$ cat src/fv_bank_settings.svh
`ifndef FV_BANK_SETTINGS_SVH
`define FV_BANK_SETTINGS_SVH

// line geometry.
`define FV_LINE_W     64
`define FV_PER_LINE   4

// bank size in lines.
`define FV_BANK_DEPTH 256

// largest feature count of a single read request.
`define FV_MAX_NUM    32

// number of edge processing elements behind the bank.
`define FV_NUM_PE     8

// request queue entries, equal to the credits held after reset.
`define FV_REQ_DEPTH  4

`endif

$ cat src/fv_bank_pkg.sv
`default_nettype none

`include "fv_bank_settings.svh"

package fv_bank_pkg;

    // ~~~~~~~~~~~~~~~~~~~~~~~~~~~~~~~~~~~~~~~~~~~~~~~~~~~~~~~~~~~~~~~~~~~~~
    // datapath words
    // ~~~~~~~~~~~~~~~~~~~~~~~~~~~~~~~~~~~~~~~~~~~~~~~~~~~~~~~~~~~~~~~~~~~~~

    typedef logic [`FV_LINE_W-1:0] fv_line_t;
    typedef logic [$clog2(`FV_BANK_DEPTH)-1:0] fv_addr_t;

    // one extra bit so the full FV_MAX_NUM fits.
    typedef logic [$clog2(`FV_MAX_NUM):0] fv_count_t;
    typedef logic [$clog2(`FV_NUM_PE)-1:0] pe_tag_t;

    // ~~~~~~~~~~~~~~~~~~~~~~~~~~~~~~~~~~~~~~~~~~~~~~~~~~~~~~~~~~~~~~~~~~~~~
    // controller
    // ~~~~~~~~~~~~~~~~~~~~~~~~~~~~~~~~~~~~~~~~~~~~~~~~~~~~~~~~~~~~~~~~~~~~~

    typedef enum logic [1:0] {
        ST_IDLE   = 2'd0,
        ST_WRITE  = 2'd1,
        ST_STREAM = 2'd2
    } bank_state_t;

endpackage

`default_nettype wire

$ cat src/fv_sram_if.sv
`timescale 1ns/100ps
`default_nettype none

// one single-port SRAM port, chip and write enables active low.
interface fv_sram_if;
    import fv_bank_pkg::*;

    logic     cen;
    logic     wen;
    fv_addr_t a;
    fv_line_t d;
    fv_line_t q;

    modport controller (
        output cen, wen, a, d,
        input  q
    );

    // q holds the last read until the next read.
    modport memory (
        input  cen, wen, a, d,
        output q
    );

endinterface

`default_nettype wire

$ cat src/fv_req_if.sv
`timescale 1ns/100ps
`default_nettype none

// head entry of the request queue, pop strobes back from the controller.
interface fv_req_if;
    import fv_bank_pkg::*;

    logic      valid;
    fv_addr_t  addr;
    fv_count_t num_fv;
    pe_tag_t   tag;
    logic      pop;

    modport queue (
        output valid, addr, num_fv, tag,
        input  pop
    );

    // pop is a single-cycle accept, only while valid.
    modport controller (
        input  valid, addr, num_fv, tag,
        output pop
    );

endinterface

`default_nettype wire

$ cat src/fv_bank_ctrl.sv
`timescale 1ns/100ps
`default_nettype none

`include "fv_bank_settings.svh"

module fv_bank_ctrl (
    input  logic                   clk,
    input  logic                   reset,
    input  logic                   wr_sos,
    input  logic                   wr_eos,
    input  fv_bank_pkg::fv_addr_t  wr_addr,
    input  fv_bank_pkg::fv_line_t  wr_data,
    fv_req_if.controller           req,
    fv_sram_if.controller          mem,
    output logic                   out_valid,
    output logic                   out_sos,
    output logic                   out_eos,
    output fv_bank_pkg::pe_tag_t   out_tag,
    output fv_bank_pkg::fv_line_t  out_data,
    output logic                   busy
);
    import fv_bank_pkg::*;

    localparam int SUM_W = $bits(fv_count_t) + 1;

    bank_state_t      state;
    bank_state_t      nx_state;
    fv_addr_t         addr_q;
    fv_addr_t         nx_addr;
    fv_addr_t         step_addr;
    fv_count_t        lines_left;
    fv_count_t        nx_left;
    pe_tag_t          tag_q;
    pe_tag_t          nx_tag;
    logic [SUM_W-1:0] lines_sum;
    fv_count_t        req_lines;

    // read issue flags for the beat addressed this cycle.
    logic    rd_issue;
    logic    rd_sos;
    logic    rd_eos;
    pe_tag_t rd_tag;

    // first flag stage, in step with the SRAM read.
    logic    s1_valid;
    logic    s1_sos;
    logic    s1_eos;
    pe_tag_t s1_tag;

    // lines covering the request, rounded up.
    assign lines_sum = {1'b0, req.num_fv} + SUM_W'(`FV_PER_LINE - 1);
    assign req_lines = fv_count_t'(lines_sum / `FV_PER_LINE);
    assign step_addr = addr_q + 1'b1;

    // ~~~~~~~~~~~~~~~~~~~~~~~~~~~~~~~~~~~~~~~~~~~~~~~~~~~~~~~~~~~~~~~~~~~~~
    // next state and SRAM port
    // ~~~~~~~~~~~~~~~~~~~~~~~~~~~~~~~~~~~~~~~~~~~~~~~~~~~~~~~~~~~~~~~~~~~~~

    always_comb begin
        nx_state = state;
        nx_addr  = addr_q;
        nx_left  = lines_left;
        nx_tag   = tag_q;
        mem.cen  = 1'b1;
        mem.wen  = 1'b1;
        mem.a    = addr_q;
        mem.d    = wr_data;
        req.pop  = 1'b0;
        rd_issue = 1'b0;
        rd_sos   = 1'b0;
        rd_eos   = 1'b0;
        rd_tag   = tag_q;
        busy     = 1'b0;
        case (state)
            ST_IDLE: begin
                if (wr_sos) begin
                    // loader wins over a waiting request.
                    mem.cen = 1'b0;
                    mem.wen = 1'b0;
                    mem.a   = wr_addr;
                    if (!wr_eos) begin
                        nx_state = ST_WRITE;
                    end
                end else if (req.valid) begin
                    req.pop  = 1'b1;
                    mem.cen  = 1'b0;
                    mem.a    = req.addr;
                    nx_addr  = req.addr;
                    nx_tag   = req.tag;
                    rd_issue = 1'b1;
                    rd_sos   = 1'b1;
                    rd_tag   = req.tag;
                    if (req_lines > fv_count_t'(1)) begin
                        nx_state = ST_STREAM;
                        nx_left  = req_lines - 1'b1;
                    end else begin
                        rd_eos = 1'b1;
                    end
                end
            end
            ST_WRITE: begin
                busy    = 1'b1;
                mem.cen = 1'b0;
                mem.wen = 1'b0;
                mem.a   = wr_addr;
                if (wr_eos) begin
                    nx_state = ST_IDLE;
                end
            end
            ST_STREAM: begin
                mem.cen  = 1'b0;
                mem.a    = step_addr;
                nx_addr  = step_addr;
                nx_left  = lines_left - 1'b1;
                rd_issue = 1'b1;
                if (lines_left == fv_count_t'(1)) begin
                    // last address, busy drops already.
                    nx_state = ST_IDLE;
                    rd_eos   = 1'b1;
                end else begin
                    busy = 1'b1;
                end
            end
            default: begin
                nx_state = ST_IDLE;
            end
        endcase
    end

    // ~~~~~~~~~~~~~~~~~~~~~~~~~~~~~~~~~~~~~~~~~~~~~~~~~~~~~~~~~~~~~~~~~~~~~
    // registers and beat pipeline
    // ~~~~~~~~~~~~~~~~~~~~~~~~~~~~~~~~~~~~~~~~~~~~~~~~~~~~~~~~~~~~~~~~~~~~~

    always_ff @(posedge clk) begin
        if (reset) begin
            state      <= ST_IDLE;
            addr_q     <= '0;
            lines_left <= '0;
            s1_valid   <= 1'b0;
            s1_sos     <= 1'b0;
            s1_eos     <= 1'b0;
            out_valid  <= 1'b0;
            out_sos    <= 1'b0;
            out_eos    <= 1'b0;
        end else begin
            state      <= nx_state;
            addr_q     <= nx_addr;
            lines_left <= nx_left;
            s1_valid   <= rd_issue;
            s1_sos     <= rd_sos;
            s1_eos     <= rd_eos;
            out_valid  <= s1_valid;
            out_sos    <= s1_sos;
            out_eos    <= s1_eos;
        end
    end

    // tag and data travel without reset.
    always_ff @(posedge clk) begin
        tag_q    <= nx_tag;
        s1_tag   <= rd_tag;
        out_tag  <= s1_tag;
        out_data <= mem.q;
    end

endmodule

`default_nettype wire

$ cat src/flat_wrapper.sv
// flat-port wrapper written by rule: the top's interface ports become plain ports
module fv_bank_ctrl_flat import fv_bank_pkg::*;
  (clk, reset, wr_sos, wr_eos, wr_addr, wr_data, out_valid, out_sos, out_eos, out_tag, out_data, busy, req_valid, req_addr, req_num_fv, req_tag, req_pop, mem_cen, mem_wen, mem_a, mem_d, mem_q);
  fv_req_if req_i ();
  fv_sram_if mem_i ();
  input  logic clk;
  input  logic reset;
  input  logic wr_sos;
  input  logic wr_eos;
  input  fv_bank_pkg::fv_addr_t wr_addr;
  input  fv_bank_pkg::fv_line_t wr_data;
  output logic out_valid;
  output logic out_sos;
  output logic out_eos;
  output fv_bank_pkg::pe_tag_t out_tag;
  output fv_bank_pkg::fv_line_t out_data;
  output logic busy;
  input wire logic [$bits(req_i.valid)-1:0] req_valid;
  input wire logic [$bits(req_i.addr)-1:0] req_addr;
  input wire logic [$bits(req_i.num_fv)-1:0] req_num_fv;
  input wire logic [$bits(req_i.tag)-1:0] req_tag;
  output wire logic [$bits(req_i.pop)-1:0] req_pop;
  output wire logic [$bits(mem_i.cen)-1:0] mem_cen;
  output wire logic [$bits(mem_i.wen)-1:0] mem_wen;
  output wire logic [$bits(mem_i.a)-1:0] mem_a;
  output wire logic [$bits(mem_i.d)-1:0] mem_d;
  input wire logic [$bits(mem_i.q)-1:0] mem_q;
  assign req_i.valid = req_valid;
  assign req_i.addr = req_addr;
  assign req_i.num_fv = req_num_fv;
  assign req_i.tag = req_tag;
  assign req_pop = req_i.pop;
  assign mem_cen = mem_i.cen;
  assign mem_wen = mem_i.wen;
  assign mem_a = mem_i.a;
  assign mem_d = mem_i.d;
  assign mem_i.q = mem_q;
  fv_bank_ctrl u_core (.clk(clk), .reset(reset), .wr_sos(wr_sos), .wr_eos(wr_eos), .wr_addr(wr_addr), .wr_data(wr_data), .req(req_i), .mem(mem_i), .out_valid(out_valid), .out_sos(out_sos), .out_eos(out_eos), .out_tag(out_tag), .out_data(out_data), .busy(busy));
endmodule
$ cat config.mk
export PLATFORM = sky130hd
export DESIGN_NAME = fv_bank_ctrl_flat
export DESIGN_NICKNAME = d
export VERILOG_FILES = /design/src/fv_bank_pkg.sv /design/src/fv_sram_if.sv /design/src/fv_req_if.sv /design/src/fv_bank_ctrl.sv /design/src/flat_wrapper.sv
export VERILOG_INCLUDE_DIRS = /design/src
export SDC_FILE = /design/constraint.sdc
export NUM_CORES = 1
export LEC_CHECK = 0
export BUFFER_PORTS_ARGS = -buffer_cell sky130_fd_sc_hd__buf_2
export CORE_AREA = 2 2 117 119
export DETAILED_ROUTE_END_ITERATION = 6
export DIE_AREA = 0 0 119 121
export GPL_ROUTABILITY_DRIVEN = 0
export PLACE_DENSITY = 0.73
export SLEW_MARGIN = 10
export SYNTH_ARGS = -nofsm -noshare
export SYNTH_HDL_FRONTEND = slang
export SYNTH_SLANG_ARGS = --single-unit
$ cat constraint.sdc
create_clock -name clk -period 2.7 [get_ports clk]
set_input_delay 0.135 -clock clk [delete_from_list [all_inputs] [get_ports clk]]
set_output_delay 0.135 -clock clk [all_outputs]
set_load 0.02 [all_outputs]
==> results.ini <==
[run_status]
status=complete, no violations

[route]
ant_nets=0
detail_route.wl_per_cell_um=16.9
drc=0
drt-initial-drc-count=185
drt-pass1-iter-count=4
vias=3395
wl_um=12400
vias_per_cell=4.64

[die]
rows=42
die_w_um=119
io_pins=304
die_area_sq_um=14400
fp.dieH_um=121
core-area_sq_um=13100
start_util=0.287

[critical_path]
cp.arrival_ps=2280
reg2reg_from=u_core.state[1]$_SDFFE_PP0P_
end_kind=output pin
r2r.worst_path.cells=7
r2r-end=u_core.lines_left[1]$_SDFFE_PP0P_
r2r_slack_ps=540
cp_max_fo=18
worstPathRequired_ps=2570
cp-start-kind=flop
crit_type=flop to output pin

[synth]
yosysTopAreaCell=dfxtp_1
yosys.cell_count.top_type=dfxtp_1
ys.flop_type=dfxtp_1
synth_cell_types=58
synth_top_area_frac=0.474
synth-edff-count=3
yosysSeqAreaShare=0.498
yosysWarningCount=0
async_flop_share=0
synth_fp_nets=539
netlist_instances=372
synthTopCellsByArea=dfxtp_1 47%, buf_4 13%, ha_1 3.0%
ys_top_cells_by_count=89 x dfxtp_1, 64 x buf_4, 19 x nor2_1
ys_ff_latch=92
synth_area_sq_um=3760
syn_area_per_cell_sq_um=10.1

[timing]
worst_pin_slew_ps=557
rsz0062_at_grt=no
fin_crit_ps=2410
finalHoldViolCount=0
setup_viol=0
fmax_mhz=414
fin_crit_sh=0.894
layout_setup_ws_ps=286
worst_clock_skew_ps=3.26
tns_ps=0
slew_viol_final=0
relSlewSlack=0.628

[placement]
portBuffers=175
pre_cts_slack_ps=584
place_area_sq_um=4320
dp.cells=646
dp_hpwl_um=8470

[cts]
htreeDepth=3
path_clk_slew_ps=70
ctsRootBufferMaster=clkbuf_16
ctsHoldBuffers=67
clock-sinks=92
cts_resized=0
clk_path_buf_depth=2
cts_tree=yes
cts_made_buffers=9
post_cts_buffers=0
worstSkewPairLatency_ps=330

[cells_and_area]
areaGrowthSynthToFinish_pct=41.3
instances_no_fill=731
final_area_sq_um=5310
drive_gt1_frac=0.371
nets=715

[flow_run]
cap_violations=0

[power_and_ir_drop]
powerDensity_nw_per_um2=851
power_leakage_nw=2.42
ir_drop_v=0.000335

[global_routing]
overflow=0
grt_usage=0.166
antenna_found_initial=1
grt_pass1_wl_um=18500
grt_max_degree=22
grt_pass1_vias=3355

[hold_path]
worstHoldStart=req_addr[4]
holdCritPathClass=input port to flop
holdPathStages=3
min_to=u_core.addr_q[4]$_SDFFE_PP0P_

[layer usage]
| metal | share of wire | GRT usage |
|---|---|---|
| met1 | 0.36 | 0.166 |
| met3 | 0.071 | 0.0329 |
| met5 | 0 | 0 |
| met4 | 0.047 | 0.106 |
| met2 | 0.52 | 0.313 |
[cell families after synthesis]
| kind of cell | after synthesis | synth area share |
|---|---|---|
| buffers and inverters | 92 | 0.158 |
| DFF | 92 | 0.498 |
| AOI/OAI and AO/OA | 84 | 0.160 |
| and+or+nand+nor | 81 | 0.116 |
| muxes | 10 | 0.0283 |
| adders and majority gates | 9 | 0.0300 |
| xor gates and xnor gates | 4 | 0.00932 |
[metrics by stage]
step / hold slack [ps] / power (mW) / utilization
floorplan: 163 / 2.85 / -
global placement: 237 / 3.14 / 0.330
detailed placement: 239 / 3.15 / 0.330
CTS: 174 / 4.52 / 0.406
global route: 194 / 4.77 / 0.406
finish: 195 / 4.52 / 0.406
[how the worst max path moves through the flow]
stage | start | to | slack (ps) | depth (start not counted)
after floorplan | u_core.state[1]$_SDFFE_PP0P_ | u_core.lines_left[0]$_SDFFE_PP0P_ | 920 | 8
after global placement | u_core.state[1]$_SDFFE_PP0P_ | u_core.lines_left[1]$_SDFFE_PP0P_ | 620 | 7
after detailed placement | u_core.state[1]$_SDFFE_PP0P_ | u_core.lines_left[1]$_SDFFE_PP0P_ | 580 | 7
after CTS | u_core.state[0]$_SDFFE_PP0P_ | mem_a[5] | 280 | 6
after global routing | u_core.state[0]$_SDFFE_PP0P_ | mem_a[0] | 80 | 7
final | u_core.state[0]$_SDFFE_PP0P_ | mem_a[4] | 290 | 8
[registers in the layout (all words and copies together), names as in the netlist]
signal	count
u_core.addr_q	8
u_core.lines_left	6
u_core.out_data	64
u_core.out_eos	1
u_core.out_sos	1
u_core.out_tag	3
u_core.out_valid	1
u_core.s1_eos	1
u_core.s1_sos	1
u_core.s1_tag	3
u_core.s1_valid	1
u_core.state	2
[layout by cell type (no fill, tap or decap), drive strengths merged, types with 5 or more instances in the layout]
| cell type | Yosys | layout |
|---|---|---|
| inv | 14 | 18 |
| nor3 | 6 | 6 |
| nor2 | 19 | 19 |
| ha | 9 | 9 |
| o22ai | 10 | 10 |
| a211oi | 6 | 6 |
| o21ai | 16 | 16 |
| a21oi | 18 | 18 |
| nand4 | 5 | 5 |
| nand2 | 12 | 12 |
| nor2b | 9 | 9 |
| dlygate4sd3 | 0 | 67 |
| dfxtp | 89 | 89 |
| mux2i | 8 | 8 |
| nand2b | 8 | 8 |
| clkbuf | 6 | 9 |
| buf | 72 | 176 |
| or2 | 5 | 5 |
[power breakdown]
| part | switching (mW) | total (mW) | internal (mW) |
|---|---|---|---|
| logic | 0.933 | 1.56 | 0.627 |
| registers | 0.146 | 1.67 | 1.52 |
| clock network | 0.546 | 1.29 | 0.743 |
| total | 1.62 | 4.52 | 2.89 |
[area by class of cell]
type	count	area, sq um
tap	176	220
inverter	14	52.6
clock inverter	7	90.1
timing repair buffer	243	1550
multi-input combinational	188	1290
sequential	92	1870
clock buffer	9	225
fill	1189	7770
antenna	2	5.00
[critical path, stage by stage, from the launching register on]
cell      delay [ps]
dfxtp_1          340
inv_1             90
ha_1             500
buf_4            320
nand4_1          180
nor2_1           130
a211oi_1          50
o22ai_1          150
buf_2            180
Note: power is estimated with default switching activity, not from simulation.
