## src/fv_bank_settings.svh

```systemverilog
`ifndef FV_BANK_SETTINGS_SVH
`define FV_BANK_SETTINGS_SVH

// line geometry.
`define FV_LINE_W     64
`define FV_PER_LINE   4

// bank size in lines.
`define FV_BANK_DEPTH 256

// largest feature count of a single read request.
`define FV_MAX_NUM    32

// number of edge processing elements behind the bank.
`define FV_NUM_PE     8

// request queue entries, equal to the credits held after reset.
`define FV_REQ_DEPTH  4

`endif

```

## src/fv_bank_pkg.sv

```systemverilog
`default_nettype none

`include "fv_bank_settings.svh"

package fv_bank_pkg;

    // ~~~~~~~~~~~~~~~~~~~~~~~~~~~~~~~~~~~~~~~~~~~~~~~~~~~~~~~~~~~~~~~~~~~~~
    // datapath words
    // ~~~~~~~~~~~~~~~~~~~~~~~~~~~~~~~~~~~~~~~~~~~~~~~~~~~~~~~~~~~~~~~~~~~~~

    typedef logic [`FV_LINE_W-1:0] fv_line_t;
    typedef logic [$clog2(`FV_BANK_DEPTH)-1:0] fv_addr_t;

    // one extra bit so the full FV_MAX_NUM fits.
    typedef logic [$clog2(`FV_MAX_NUM):0] fv_count_t;
    typedef logic [$clog2(`FV_NUM_PE)-1:0] pe_tag_t;

    // ~~~~~~~~~~~~~~~~~~~~~~~~~~~~~~~~~~~~~~~~~~~~~~~~~~~~~~~~~~~~~~~~~~~~~
    // controller
    // ~~~~~~~~~~~~~~~~~~~~~~~~~~~~~~~~~~~~~~~~~~~~~~~~~~~~~~~~~~~~~~~~~~~~~

    typedef enum logic [1:0] {
        ST_IDLE   = 2'd0,
        ST_WRITE  = 2'd1,
        ST_STREAM = 2'd2
    } bank_state_t;

endpackage

`default_nettype wire

```

## src/fv_req_if.sv

```systemverilog
`timescale 1ns/100ps
`default_nettype none

// head entry of the request queue, pop strobes back from the controller.
interface fv_req_if;
    import fv_bank_pkg::*;

    logic      valid;
    fv_addr_t  addr;
    fv_count_t num_fv;
    pe_tag_t   tag;
    logic      pop;

    modport queue (
        output valid, addr, num_fv, tag,
        input  pop
    );

    // pop is a single-cycle accept, only while valid.
    modport controller (
        input  valid, addr, num_fv, tag,
        output pop
    );

endinterface

`default_nettype wire

```

## src/fv_req_queue.sv

```systemverilog
`timescale 1ns/100ps
`default_nettype none

`include "fv_bank_settings.svh"

module fv_req_queue (
    input  logic                   clk,
    input  logic                   reset,
    input  logic                   req_valid,
    input  fv_bank_pkg::fv_addr_t  req_addr,
    input  fv_bank_pkg::fv_count_t req_num_fv,
    input  fv_bank_pkg::pe_tag_t   req_tag,
    output logic                   req_credit,
    fv_req_if.queue                head
);
    import fv_bank_pkg::*;

    localparam int DEPTH = `FV_REQ_DEPTH;
    localparam int PTR_W = $clog2(DEPTH);
    localparam int CNT_W = $clog2(DEPTH + 1);

    fv_addr_t         addr_mem [DEPTH];
    fv_count_t        num_mem  [DEPTH];
    pe_tag_t          tag_mem  [DEPTH];
    logic [PTR_W-1:0] wr_ptr;
    logic [PTR_W-1:0] rd_ptr;
    logic [CNT_W-1:0] count;

    function automatic logic [PTR_W-1:0] next_ptr(input logic [PTR_W-1:0] ptr);
        if (ptr == PTR_W'(DEPTH - 1)) begin
            return '0;
        end
        return ptr + 1'b1;
    endfunction

    // entry storage.
    always_ff @(posedge clk) begin
        if (req_valid) begin
            addr_mem[wr_ptr] <= req_addr;
            num_mem[wr_ptr]  <= req_num_fv;
            tag_mem[wr_ptr]  <= req_tag;
        end
    end

    // the credit rule keeps pushes away from a full queue.
    always_ff @(posedge clk) begin
        if (reset) begin
            wr_ptr     <= '0;
            rd_ptr     <= '0;
            count      <= '0;
            req_credit <= 1'b0;
        end else begin
            if (req_valid) begin
                wr_ptr <= next_ptr(wr_ptr);
            end
            if (head.pop) begin
                rd_ptr <= next_ptr(rd_ptr);
            end
            case ({req_valid, head.pop})
                2'b10:   count <= count + 1'b1;
                2'b01:   count <= count - 1'b1;
                default: count <= count;
            endcase
            // one credit back per accepted request.
            req_credit <= head.pop;
        end
    end

    assign head.valid  = (count != '0);
    assign head.addr   = addr_mem[rd_ptr];
    assign head.num_fv = num_mem[rd_ptr];
    assign head.tag    = tag_mem[rd_ptr];

endmodule

`default_nettype wire

```

## src/flat_wrapper.sv

```systemverilog
// flat-port wrapper written by rule: the top's interface ports become plain ports
module fv_req_queue_flat import fv_bank_pkg::*;
  (clk, reset, req_valid, req_addr, req_num_fv, req_tag, req_credit, head_valid, head_addr, head_num_fv, head_tag, head_pop);
  fv_req_if head_i ();
  input  logic clk;
  input  logic reset;
  input  logic req_valid;
  input  fv_bank_pkg::fv_addr_t req_addr;
  input  fv_bank_pkg::fv_count_t req_num_fv;
  input  fv_bank_pkg::pe_tag_t req_tag;
  output logic req_credit;
  output wire logic [$bits(head_i.valid)-1:0] head_valid;
  output wire logic [$bits(head_i.addr)-1:0] head_addr;
  output wire logic [$bits(head_i.num_fv)-1:0] head_num_fv;
  output wire logic [$bits(head_i.tag)-1:0] head_tag;
  input wire logic [$bits(head_i.pop)-1:0] head_pop;
  assign head_valid = head_i.valid;
  assign head_addr = head_i.addr;
  assign head_num_fv = head_i.num_fv;
  assign head_tag = head_i.tag;
  assign head_i.pop = head_pop;
  fv_req_queue u_core (.clk(clk), .reset(reset), .req_valid(req_valid), .req_addr(req_addr), .req_num_fv(req_num_fv), .req_tag(req_tag), .req_credit(req_credit), .head(head_i));
endmodule
```

## config.mk

```make
export PLATFORM = sky130hd
export DESIGN_NAME = fv_req_queue_flat
export DESIGN_NICKNAME = d
export VERILOG_FILES = /design/src/fv_bank_pkg.sv /design/src/fv_req_if.sv /design/src/fv_req_queue.sv /design/src/flat_wrapper.sv
export VERILOG_INCLUDE_DIRS = /design/src
export SDC_FILE = /design/constraint.sdc
export NUM_CORES = 1
export LEC_CHECK = 0
export BUFFER_PORTS_ARGS = -buffer_cell sky130_fd_sc_hd__buf_2
export CELL_PAD_IN_SITES_DETAIL_PLACEMENT = 2
export CELL_PAD_IN_SITES_GLOBAL_PLACEMENT = 2
export CORE_MARGIN = 2
export CORE_UTILIZATION = 46
export DETAILED_ROUTE_END_ITERATION = 10
export HOLD_SLACK_MARGIN = 0.06
export PLACE_DENSITY_LB_ADDON = 0.25
export RECOVER_POWER = 25
export SYNTH_ARGS = -nofsm -noshare
export SYNTH_HDL_FRONTEND = slang
export SYNTH_SLANG_ARGS = --single-unit
```

## constraint.sdc

```tcl
create_clock -name clk -period 2.8 [get_ports clk]
set_input_delay 0.7 -clock clk [delete_from_list [all_inputs] [get_ports clk]]
set_output_delay 0.7 -clock clk [all_outputs]
set_load 0.01 [all_outputs]
```

==> metrics.csv, run 1 <==
stage;metric;value;unit
logic_synthesis;synth_top_area_share;69.2;%
logic_synthesis;synth_area_leaders;edfxtp_1 (69%), mux4_2 (7.6%), dfxtp_1 (6.8%), mux4_1 (6.2%), ha_1 (2.5%);
logic_synthesis;synth_area_per_cell;21.9;um2
logic_synthesis;ys_warn_count;0;
place;hpwlAfterDp;4250;um
logic_synthesis;syn_inst;135;
logic_synthesis;ys_seq_elements;78;
floorplanning;ios;40;
floorplanning;die_x;84.1;um
logic_synthesis;syn-num-nets;163;
logic_synthesis;synth_area;2950;um2
place;gp_congestion;0.669;
run_status;error;[ERROR DPL-0033] detailed placement checks failed during check placement.;
floorplanning;die_h;84.1;um
logic_synthesis;synth_cell_type_count;20;
floorplanning;rows;29;
run_status;run_status;aborted with a tool error;
logic_synthesis;yosysTopAreaCell;edfxtp_1;
floorplanning;initial_utilization;47.0;%
run_status;haltStage;detailed placement (3_5_place_dp);
logic_synthesis;yosysSeqAreaShare;75.9;%
place;port_buffers;39;
-- logic make-up after synthesis --
logic type | synth area share [%]
flops | 75.9
mux | 14.9
simple gates | 2.67
buf+inv | 2.03
fa+ha+maj | 3.22
compound gates | 0.678
xor+xnor | 0.593
-- cell usage after synthesis (all sizes together) --
cell type,count
edfxtp,68
mux4,17
dfxtp,10
nor2,7
ha,6
and2,4
buf,4
inv,4
a21oi,3
mux2i,3
nor3b,2
or3,2
clkbuf,1
fa,1
o21ai,1
xnor2,1
xor2,1
-- stage by stage --
step,hold WS [ns],cells
3_3_place_gp,0.466,252
2_1_floorplan,0.453,135
==> run 2, diff against run 1 <==
--- a/config.mk
+++ b/config.mk
@@ -7,13 +7,10 @@
 export NUM_CORES = 1
 export LEC_CHECK = 0
 export BUFFER_PORTS_ARGS = -buffer_cell sky130_fd_sc_hd__buf_2
-export CELL_PAD_IN_SITES_DETAIL_PLACEMENT = 2
-export CELL_PAD_IN_SITES_GLOBAL_PLACEMENT = 2
 export CORE_MARGIN = 2
-export CORE_UTILIZATION = 46
+export CORE_UTILIZATION = 40
 export DETAILED_ROUTE_END_ITERATION = 10
-export HOLD_SLACK_MARGIN = 0.06
-export PLACE_DENSITY_LB_ADDON = 0.25
+export PLACE_DENSITY_LB_ADDON = 0.15
 export RECOVER_POWER = 25
 export SYNTH_ARGS = -nofsm -noshare
 export SYNTH_HDL_FRONTEND = slang
==> run 2 against run 1 <==
Effect of this change: the run now ends clean; synthesized cell count unchanged; area after synthesis did not move.
==> metrics.csv, run 2 <==
stage;metric;value;unit;change
logic_synthesis;synth_area_leaders;edfxtp_1 (69%), mux4_2 (7.6%), dfxtp_1 (6.8%), mux4_1 (6.2%), ha_1 (2.5%);;
floorplanning;die_x;89.9;um;+6.9%
global_route;grt_max_degree;18;;
place;gp_congestion;0.646;;-3.5%
route;ant_nets;0;;
floorplanning;rows;31;;+6.9%
route;wl;4720;um;
cells_and_area;stdcell_area;3480;um2;
cells_and_area;final_cell_mix;edfxtp_1 (68), buf_2 (28), clkbuf_1 (11);;
floorplanning;die_h;89.9;um;+6.9%
clocking;clock_latency;0.34;ns;
setup_path;critPathMaxFanout;17;;
setup_path;r2r_cells;4;;
floorplanning;coreArea;7210;um2;
global_route;overflow;0;;
logic_synthesis;synth_cell_type_count;20;;unchanged
clocking;ctsRootBufferMaster;clkbuf_8;;
route;routedWlPerCell;16.3;um;
pwr;p_sw;0.527;mW;
logic_synthesis;ys_seq_elements;78;;unchanged
route;vias_per_cell;4.84;;
logic_synthesis;synth_area_per_cell;21.9;um2;unchanged
cells_and_area;reg_top3;u_core.addr_mem: 32 flops, u_core.num_mem: 24 flops, u_core.tag_mem: 12 flops;;
cells_and_area;fin_util;48.2;%;
logic_synthesis;yosysTopAreaCell;edfxtp_1;;
setup_path;crit_arrival;1.74;ns;
run;cap_violations;0;;
setup_path;critPathTopFamily;multiplexers;;
cells_and_area;final_layout_size_suffix_gt1_share;30.9;%;
logic_synthesis;syn_inst;135;;unchanged
cells_and_area;top_register;u_core.addr_mem;;
global_route;grt_pass1_vias;1469;;
route;vias;1403;;
pwr;power.total;2.45;mW;
logic_synthesis;syn-num-nets;163;;unchanged
timing;timing.fmax;0.410;GHz;
setup_path;cp_num_buf_inv;2;;
hold_path;hold_class;reg -> reg;;
timing;fin_crit_sh;87.0;%;
logic_synthesis;synthArstFlopShare;0;%;unchanged
timing;fin_ws;0.364;ns;
floorplanning;ios;40;;unchanged
logic_synthesis;synth_area;2950;um2;unchanged
pwr;seq_power_share;54.5;%;
clocking;clockBufferDepth;2;;
place;placed_cell_area;3270;um2;
logic_synthesis;synth_edf_count;68;;unchanged
timing;rsz0062_at_grt;no;;
clocking;postCtsHoldBufs;0;;
setup_path;crit_path_end_kind;output pin;;
pwr;p_clk_share;36.7;%;
timing;fin_crit;2.44;ns;
cells_and_area;fin_nets;214;;
timing;finalSetupTns;0;ns;
route;drc;0;;
global_route;antenna_found_initial;0;;
route;firstDrtPassIters;4;;
setup_path;cpMaxStageDelayCell;mux4_1;;
clocking;cts_setup_buffers;0;;
timing;hold_viol_final;0;;
place;port_buffers;39;;unchanged
global_route;grtUsageTotal;12.5;%;
setup_path;critPathRequiredTime;2.10;ns;
pwr;power.density;705;nW/um2;
cells_and_area;mostFrequentLayoutCell;edfxtp_1;;
setup_path;crit_cells;3;;
cells_and_area;syn_to_final_growth;17.8;%;
clocking;cts.sink_count;78;;
clocking;post_cts_resized;0;;
setup_path;cp-start-kind;flop;;
place;pre_cts_slack;0.620;ns;
timing;max-slew-margin-rel;77.1;%;
setup_path;cp_cell_sequence;buf_4, mux4_1, buf_2;;
floorplanning;initial_utilization;40.9;%;-6.1 points
clocking;cts_tree;yes;;
timing;finalClockSkew;0.00823;ns;
pwr;power_leakage;1.22;nW;
logic_synthesis;synth-main-ff-cell;edfxtp_1;;
pwr;irDropWorstVdd;275;uV;
run_status;run_status;finished clean;;
hold_path;holdPathStages;2;;
logic_synthesis;synthTopCellsByCount;edfxtp_1 (68), dfxtp_1 (10), mux4_2 (10);;
logic_synthesis;ys_warn_count;0;;unchanged
route;drt-initial-drc-count;75;;
setup_path;critPathKind;reg -> out;;
cells_and_area;insertedDiodeCount;0;;
clocking;clk_pin_slew;0.08;ns;
cells_and_area;largest_register_ff_count;32;;
global_route;grt_pass1_wl;7420;um;
place;hpwlAfterDp;2950;um;-30%
logic_synthesis;yosysMostFrequentCell;edfxtp_1;;
pwr;swShare;21.5;%;
setup_path;cpPeakStageDelay;0.61;ns;
timing;slew_violations;0;;
timing;tightest_slew;0.343;ns;
clocking;h-tree-depth;3;;
floorplanning;die_area;8090;um2;
pwr;share_comb_of_total_power;8.8;%;
pwr;power.internal;1.93;mW;
logic_synthesis;synth_top_area_share;69.2;%;unchanged
logic_synthesis;yosysSeqAreaShare;75.9;%;unchanged
clocking;cts_buffers;9;;
timing;setup_viol;0;;
[run 2: cell counts after synthesis]
Identical to the previous run, type by type.
[run 2: path summary, 6_finish.rpt]
path                                 startpoint              end  slack, ns
worst max-delay path                       flop     head_addr[7]       0.36
worst min-delay path            u_core.count[2]  u_core.count[2]       0.51
worst max register to register  u_core.count[0]  u_core.count[2]       1.37
worst min register to register  u_core.count[2]  u_core.count[2]       0.51
[run 2: metal layers]
metal	wire length, um	track usage, %
met4	89	6.54
met1	1840	13.1
met5	0	0
met3	259	4.61
met2	2530	21.8
[run 2: cells by family after synthesis]
group	synth area share (%)
flops	75.9
fa+ha+maj	3.22
buf+inv	2.03
compound gates	0.678
xor+xnor	0.593
simple gates	2.67
mux	14.9
[run 2: cell type report]
cell class	instances	area (um2)
well taps	99	124
repair buffers	45	226
flip-flops and latches	78	2240
fillers	618	3740
inverters	4	15.0
multi-input cells	48	651
clock buffers	9	124
clock inverters	7	96.3
[run 2: tightest hold or removal path: stages, from the launching register on]
cell and delay, ns:
dfxtp_1 0.33, o21ai_0 0.08, a21oi_1 0.06
[run 2: power groups by stage]
stage	combinational [mW]	sequential (mW)	clock [mW]
final	0.217	1.34	0.900
after global placement	0.219	1.36	0
after global routing	0.238	1.34	0.975
after detailed placement	0.224	1.36	0
after floorplan	0.141	1.36	0
after CTS	0.225	1.34	0.928
[run 2: per-stage QoR]
stage	hold slack, ns	std cells
5_1_grt	0.519	290
2_1_floorplan	0.453	135
3_5_place_dp	0.491	274
6_report	0.510	290
4_1_cts	0.509	290
3_3_place_gp	0.465	274
No activity file was read; power rests on OpenSTA's default activity.
==> run 3, diff against run 2 <==
--- a/config.mk
+++ b/config.mk
@@ -7,6 +7,7 @@
 export NUM_CORES = 1
 export LEC_CHECK = 0
 export BUFFER_PORTS_ARGS = -buffer_cell sky130_fd_sc_hd__buf_2
+export CORE_ASPECT_RATIO = 1.4
 export CORE_MARGIN = 2
 export CORE_UTILIZATION = 40
 export DETAILED_ROUTE_END_ITERATION = 10
==> run 3 against run 2 <==
Effect of this change: worst hold slack better by 0.020 ns; first-iteration DRC count up 31%; clock-buffer cell count up 2; critical endpoint is now head_num_fv[5]; largest cell class unchanged; largest power group unchanged.
==> metrics.csv, run 3 (synthesis results as in run 2) <==
stage;metric;value;unit;change
pwr;power.internal;1.83;mW;-5.1%
place;port_buffers;39;;unchanged
cells_and_area;syn_to_final_growth;16.4;%;
pwr;irDropWorstVdd;351;uV;+28%
timing;timing.fmax;0.410;GHz;about the same
global_route;grt_pass1_vias;1575;;+7.2%
floorplanning;coreArea;7270;um2;+0.75%
route;vias;1398;;-0.36%
global_route;grt_busiest_layer;met2;;
place;gp_congestion;0.618;;-4.3%
pwr;power_leakage;1.20;nW;-1.5%
clocking;cts_setup_buffers;0;;unchanged
route;vias_per_cell;4.85;;+0.34%
clocking;cts_tree;yes;;
floorplanning;die_x;76.6;um;-15%
timing;fin_crit_sh;87.0;%;about the same
clocking;cts_buffers;9;;unchanged
global_route;met1_usage;14.9;%;+1.8 points
setup_path;cp-start-kind;flop;;
pwr;seq_power_share;57.3;%;+2.8 points
route;routedWlPerCell;16.9;um;+4.0%
pwr;power.density;678;nW/um2;-3.8%
clocking;clockBufferDepth;2;;unchanged
run;cap_violations;0;;unchanged
timing;max-slew-margin-rel;78.5;%;+1.4 points
route;firstDrtPassIters;4;;unchanged
cells_and_area;reg_top3;u_core.addr_mem: 32 flops, u_core.num_mem: 24 flops, u_core.tag_mem: 12 flops;;
cells_and_area;stdcell_area;3440;um2;-1.2%
setup_path;critPathRequiredTime;2.10;ns;about the same
global_route;grt_max_degree;18;;unchanged
run_status;run_status;finished clean;;
timing;finalSetupTns;0;ns;unchanged
floorplanning;rows;37;;+19%
clocking;post_cts_resized;0;;unchanged
route;ant_nets;0;;unchanged
route;wl;4870;um;+3.3%
pwr;share_comb_of_total_power;9.4;%;+0.6 points
setup_path;crit_path_end_kind;output pin;;
clocking;ctsRootBufferMaster;clkbuf_8;;
cells_and_area;mostFrequentLayoutCell;edfxtp_1;;
timing;setup_viol;0;;unchanged
timing;hold_viol_final;0;;unchanged
cells_and_area;fin_nets;214;;unchanged
floorplanning;initial_utilization;40.6;%;-0.30 points
clocking;cts.sink_count;78;;unchanged
setup_path;critPathKind;reg -> out;;
clocking;h-tree-depth;3;;unchanged
timing;slew_violations;0;;unchanged
pwr;p_sw;0.504;mW;-4.4%
timing;finalClockSkew;0.00766;ns;-0.000570 ns
cells_and_area;largest_register_ff_count;32;;unchanged
cells_and_area;insertedDiodeCount;0;;unchanged
floorplanning;die_area;8100;um2;+0.12%
clocking;postCtsHoldBufs;0;;unchanged
global_route;overflow;0;;unchanged
clocking;clk_pin_slew;0.07;ns;about the same
place;hpwlAfterDp;3140;um;+6.2%
timing;fin_crit;2.44;ns;+0.000572 ns
setup_path;critPathMaxFanout;17;;unchanged
floorplanning;die_h;106;um;+18%
cells_and_area;fillCellCount;658;;+6.5%
pwr;swShare;21.6;%;+0.12 points
global_route;antenna_found_initial;0;;unchanged
global_route;met3_usage;3.25;%;-1.4 points
route;drc;0;;unchanged
cells_and_area;final_layout_size_suffix_gt1_share;28.8;%;-2.1 points
cells_and_area;top_register;u_core.addr_mem;;
place;placed_cell_area;3270;um2;about the same
clocking;clock_latency;0.33;ns;about the same
pwr;p_clk_share;33.2;%;-3.5 points
global_route;grt_util_met2;23.7;%;+1.9 points
timing;rsz0062_at_grt;no;;
floorplanning;ios;40;;unchanged
cells_and_area;final_cell_mix;edfxtp_1 (68), buf_2 (27), clkbuf_1 (14);;
setup_path;r2r_slack;1.30;ns;-0.07 ns
global_route;grtUsageTotal;13.3;%;+0.79 points
setup_path;crit_arrival;1.74;ns;about the same
timing;tightest_slew;0.323;ns;-0.0205 ns
hold_path;hold_class;reg -> reg;;
route;drt-initial-drc-count;98;;+31%
global_route;grt_pass1_wl;7970;um;+7.3%
run 3: worst max-delay path, stage by stage (launching register included):
cell     delay (ns)
dfxtp_1        0.31
buf_4          0.31
mux4_1         0.63
buf_2          0.16
run 3: worst paths after layout:
| kind | to | startpoint | depth (start not counted) |
|---|---|---|---|
| worst max-delay path | head_num_fv[5] | flop | 3 |
| worst min-delay path | u_core.count[2] | u_core.count[2] | 2 |
| worst max register to register | u_core.count[2] | u_core.count[0] | 4 |
| worst min register to register | u_core.count[2] | u_core.count[2] | 2 |
run 3: final cells by class:
class / instances / area [um2] / share of cell area [%]
multi-input cells: 48 / 651 / 18.9
clock inverters: 5 / 50.0 / 1.46
clock buffers: 11 / 131 / 3.82
repair buffers: 45 / 225 / 6.55
inverters: 4 / 15.0 / 0.437
flip-flops and latches: 78 / 2240 / 65.3
well taps: 97 / 121 / 3.53
run 3: through the flow:
step	cells	setup slack [ns]	utilization (%)	power [mW]	hold WS (ns)
floorplan	135	0.874	-	1.50	0.453
global placement	272	0.673	45.0	1.58	0.470
detailed placement	272	0.587	45.0	1.59	0.515
CTS	288	0.302	47.5	2.36	0.530
global route	288	0.280	47.3	2.44	0.565
finish	288	0.363	47.3	2.33	0.530
run 3: power by group through the flow:
stage | clock, mW | combinational [mW] | sequential (mW)
after global routing | 0.852 | 0.242 | 1.34
after global placement | 0 | 0.219 | 1.36
after detailed placement | 0 | 0.227 | 1.36
final | 0.775 | 0.220 | 1.34
after floorplan | 0 | 0.141 | 1.36
after CTS | 0.799 | 0.229 | 1.34
run 3: routing by layer:
layer	share of wire (%)	up-vias
met5	0	-
met4	1.6	0
met3	4.0	8
met2	55	29
met1	39	718
li1	-	643
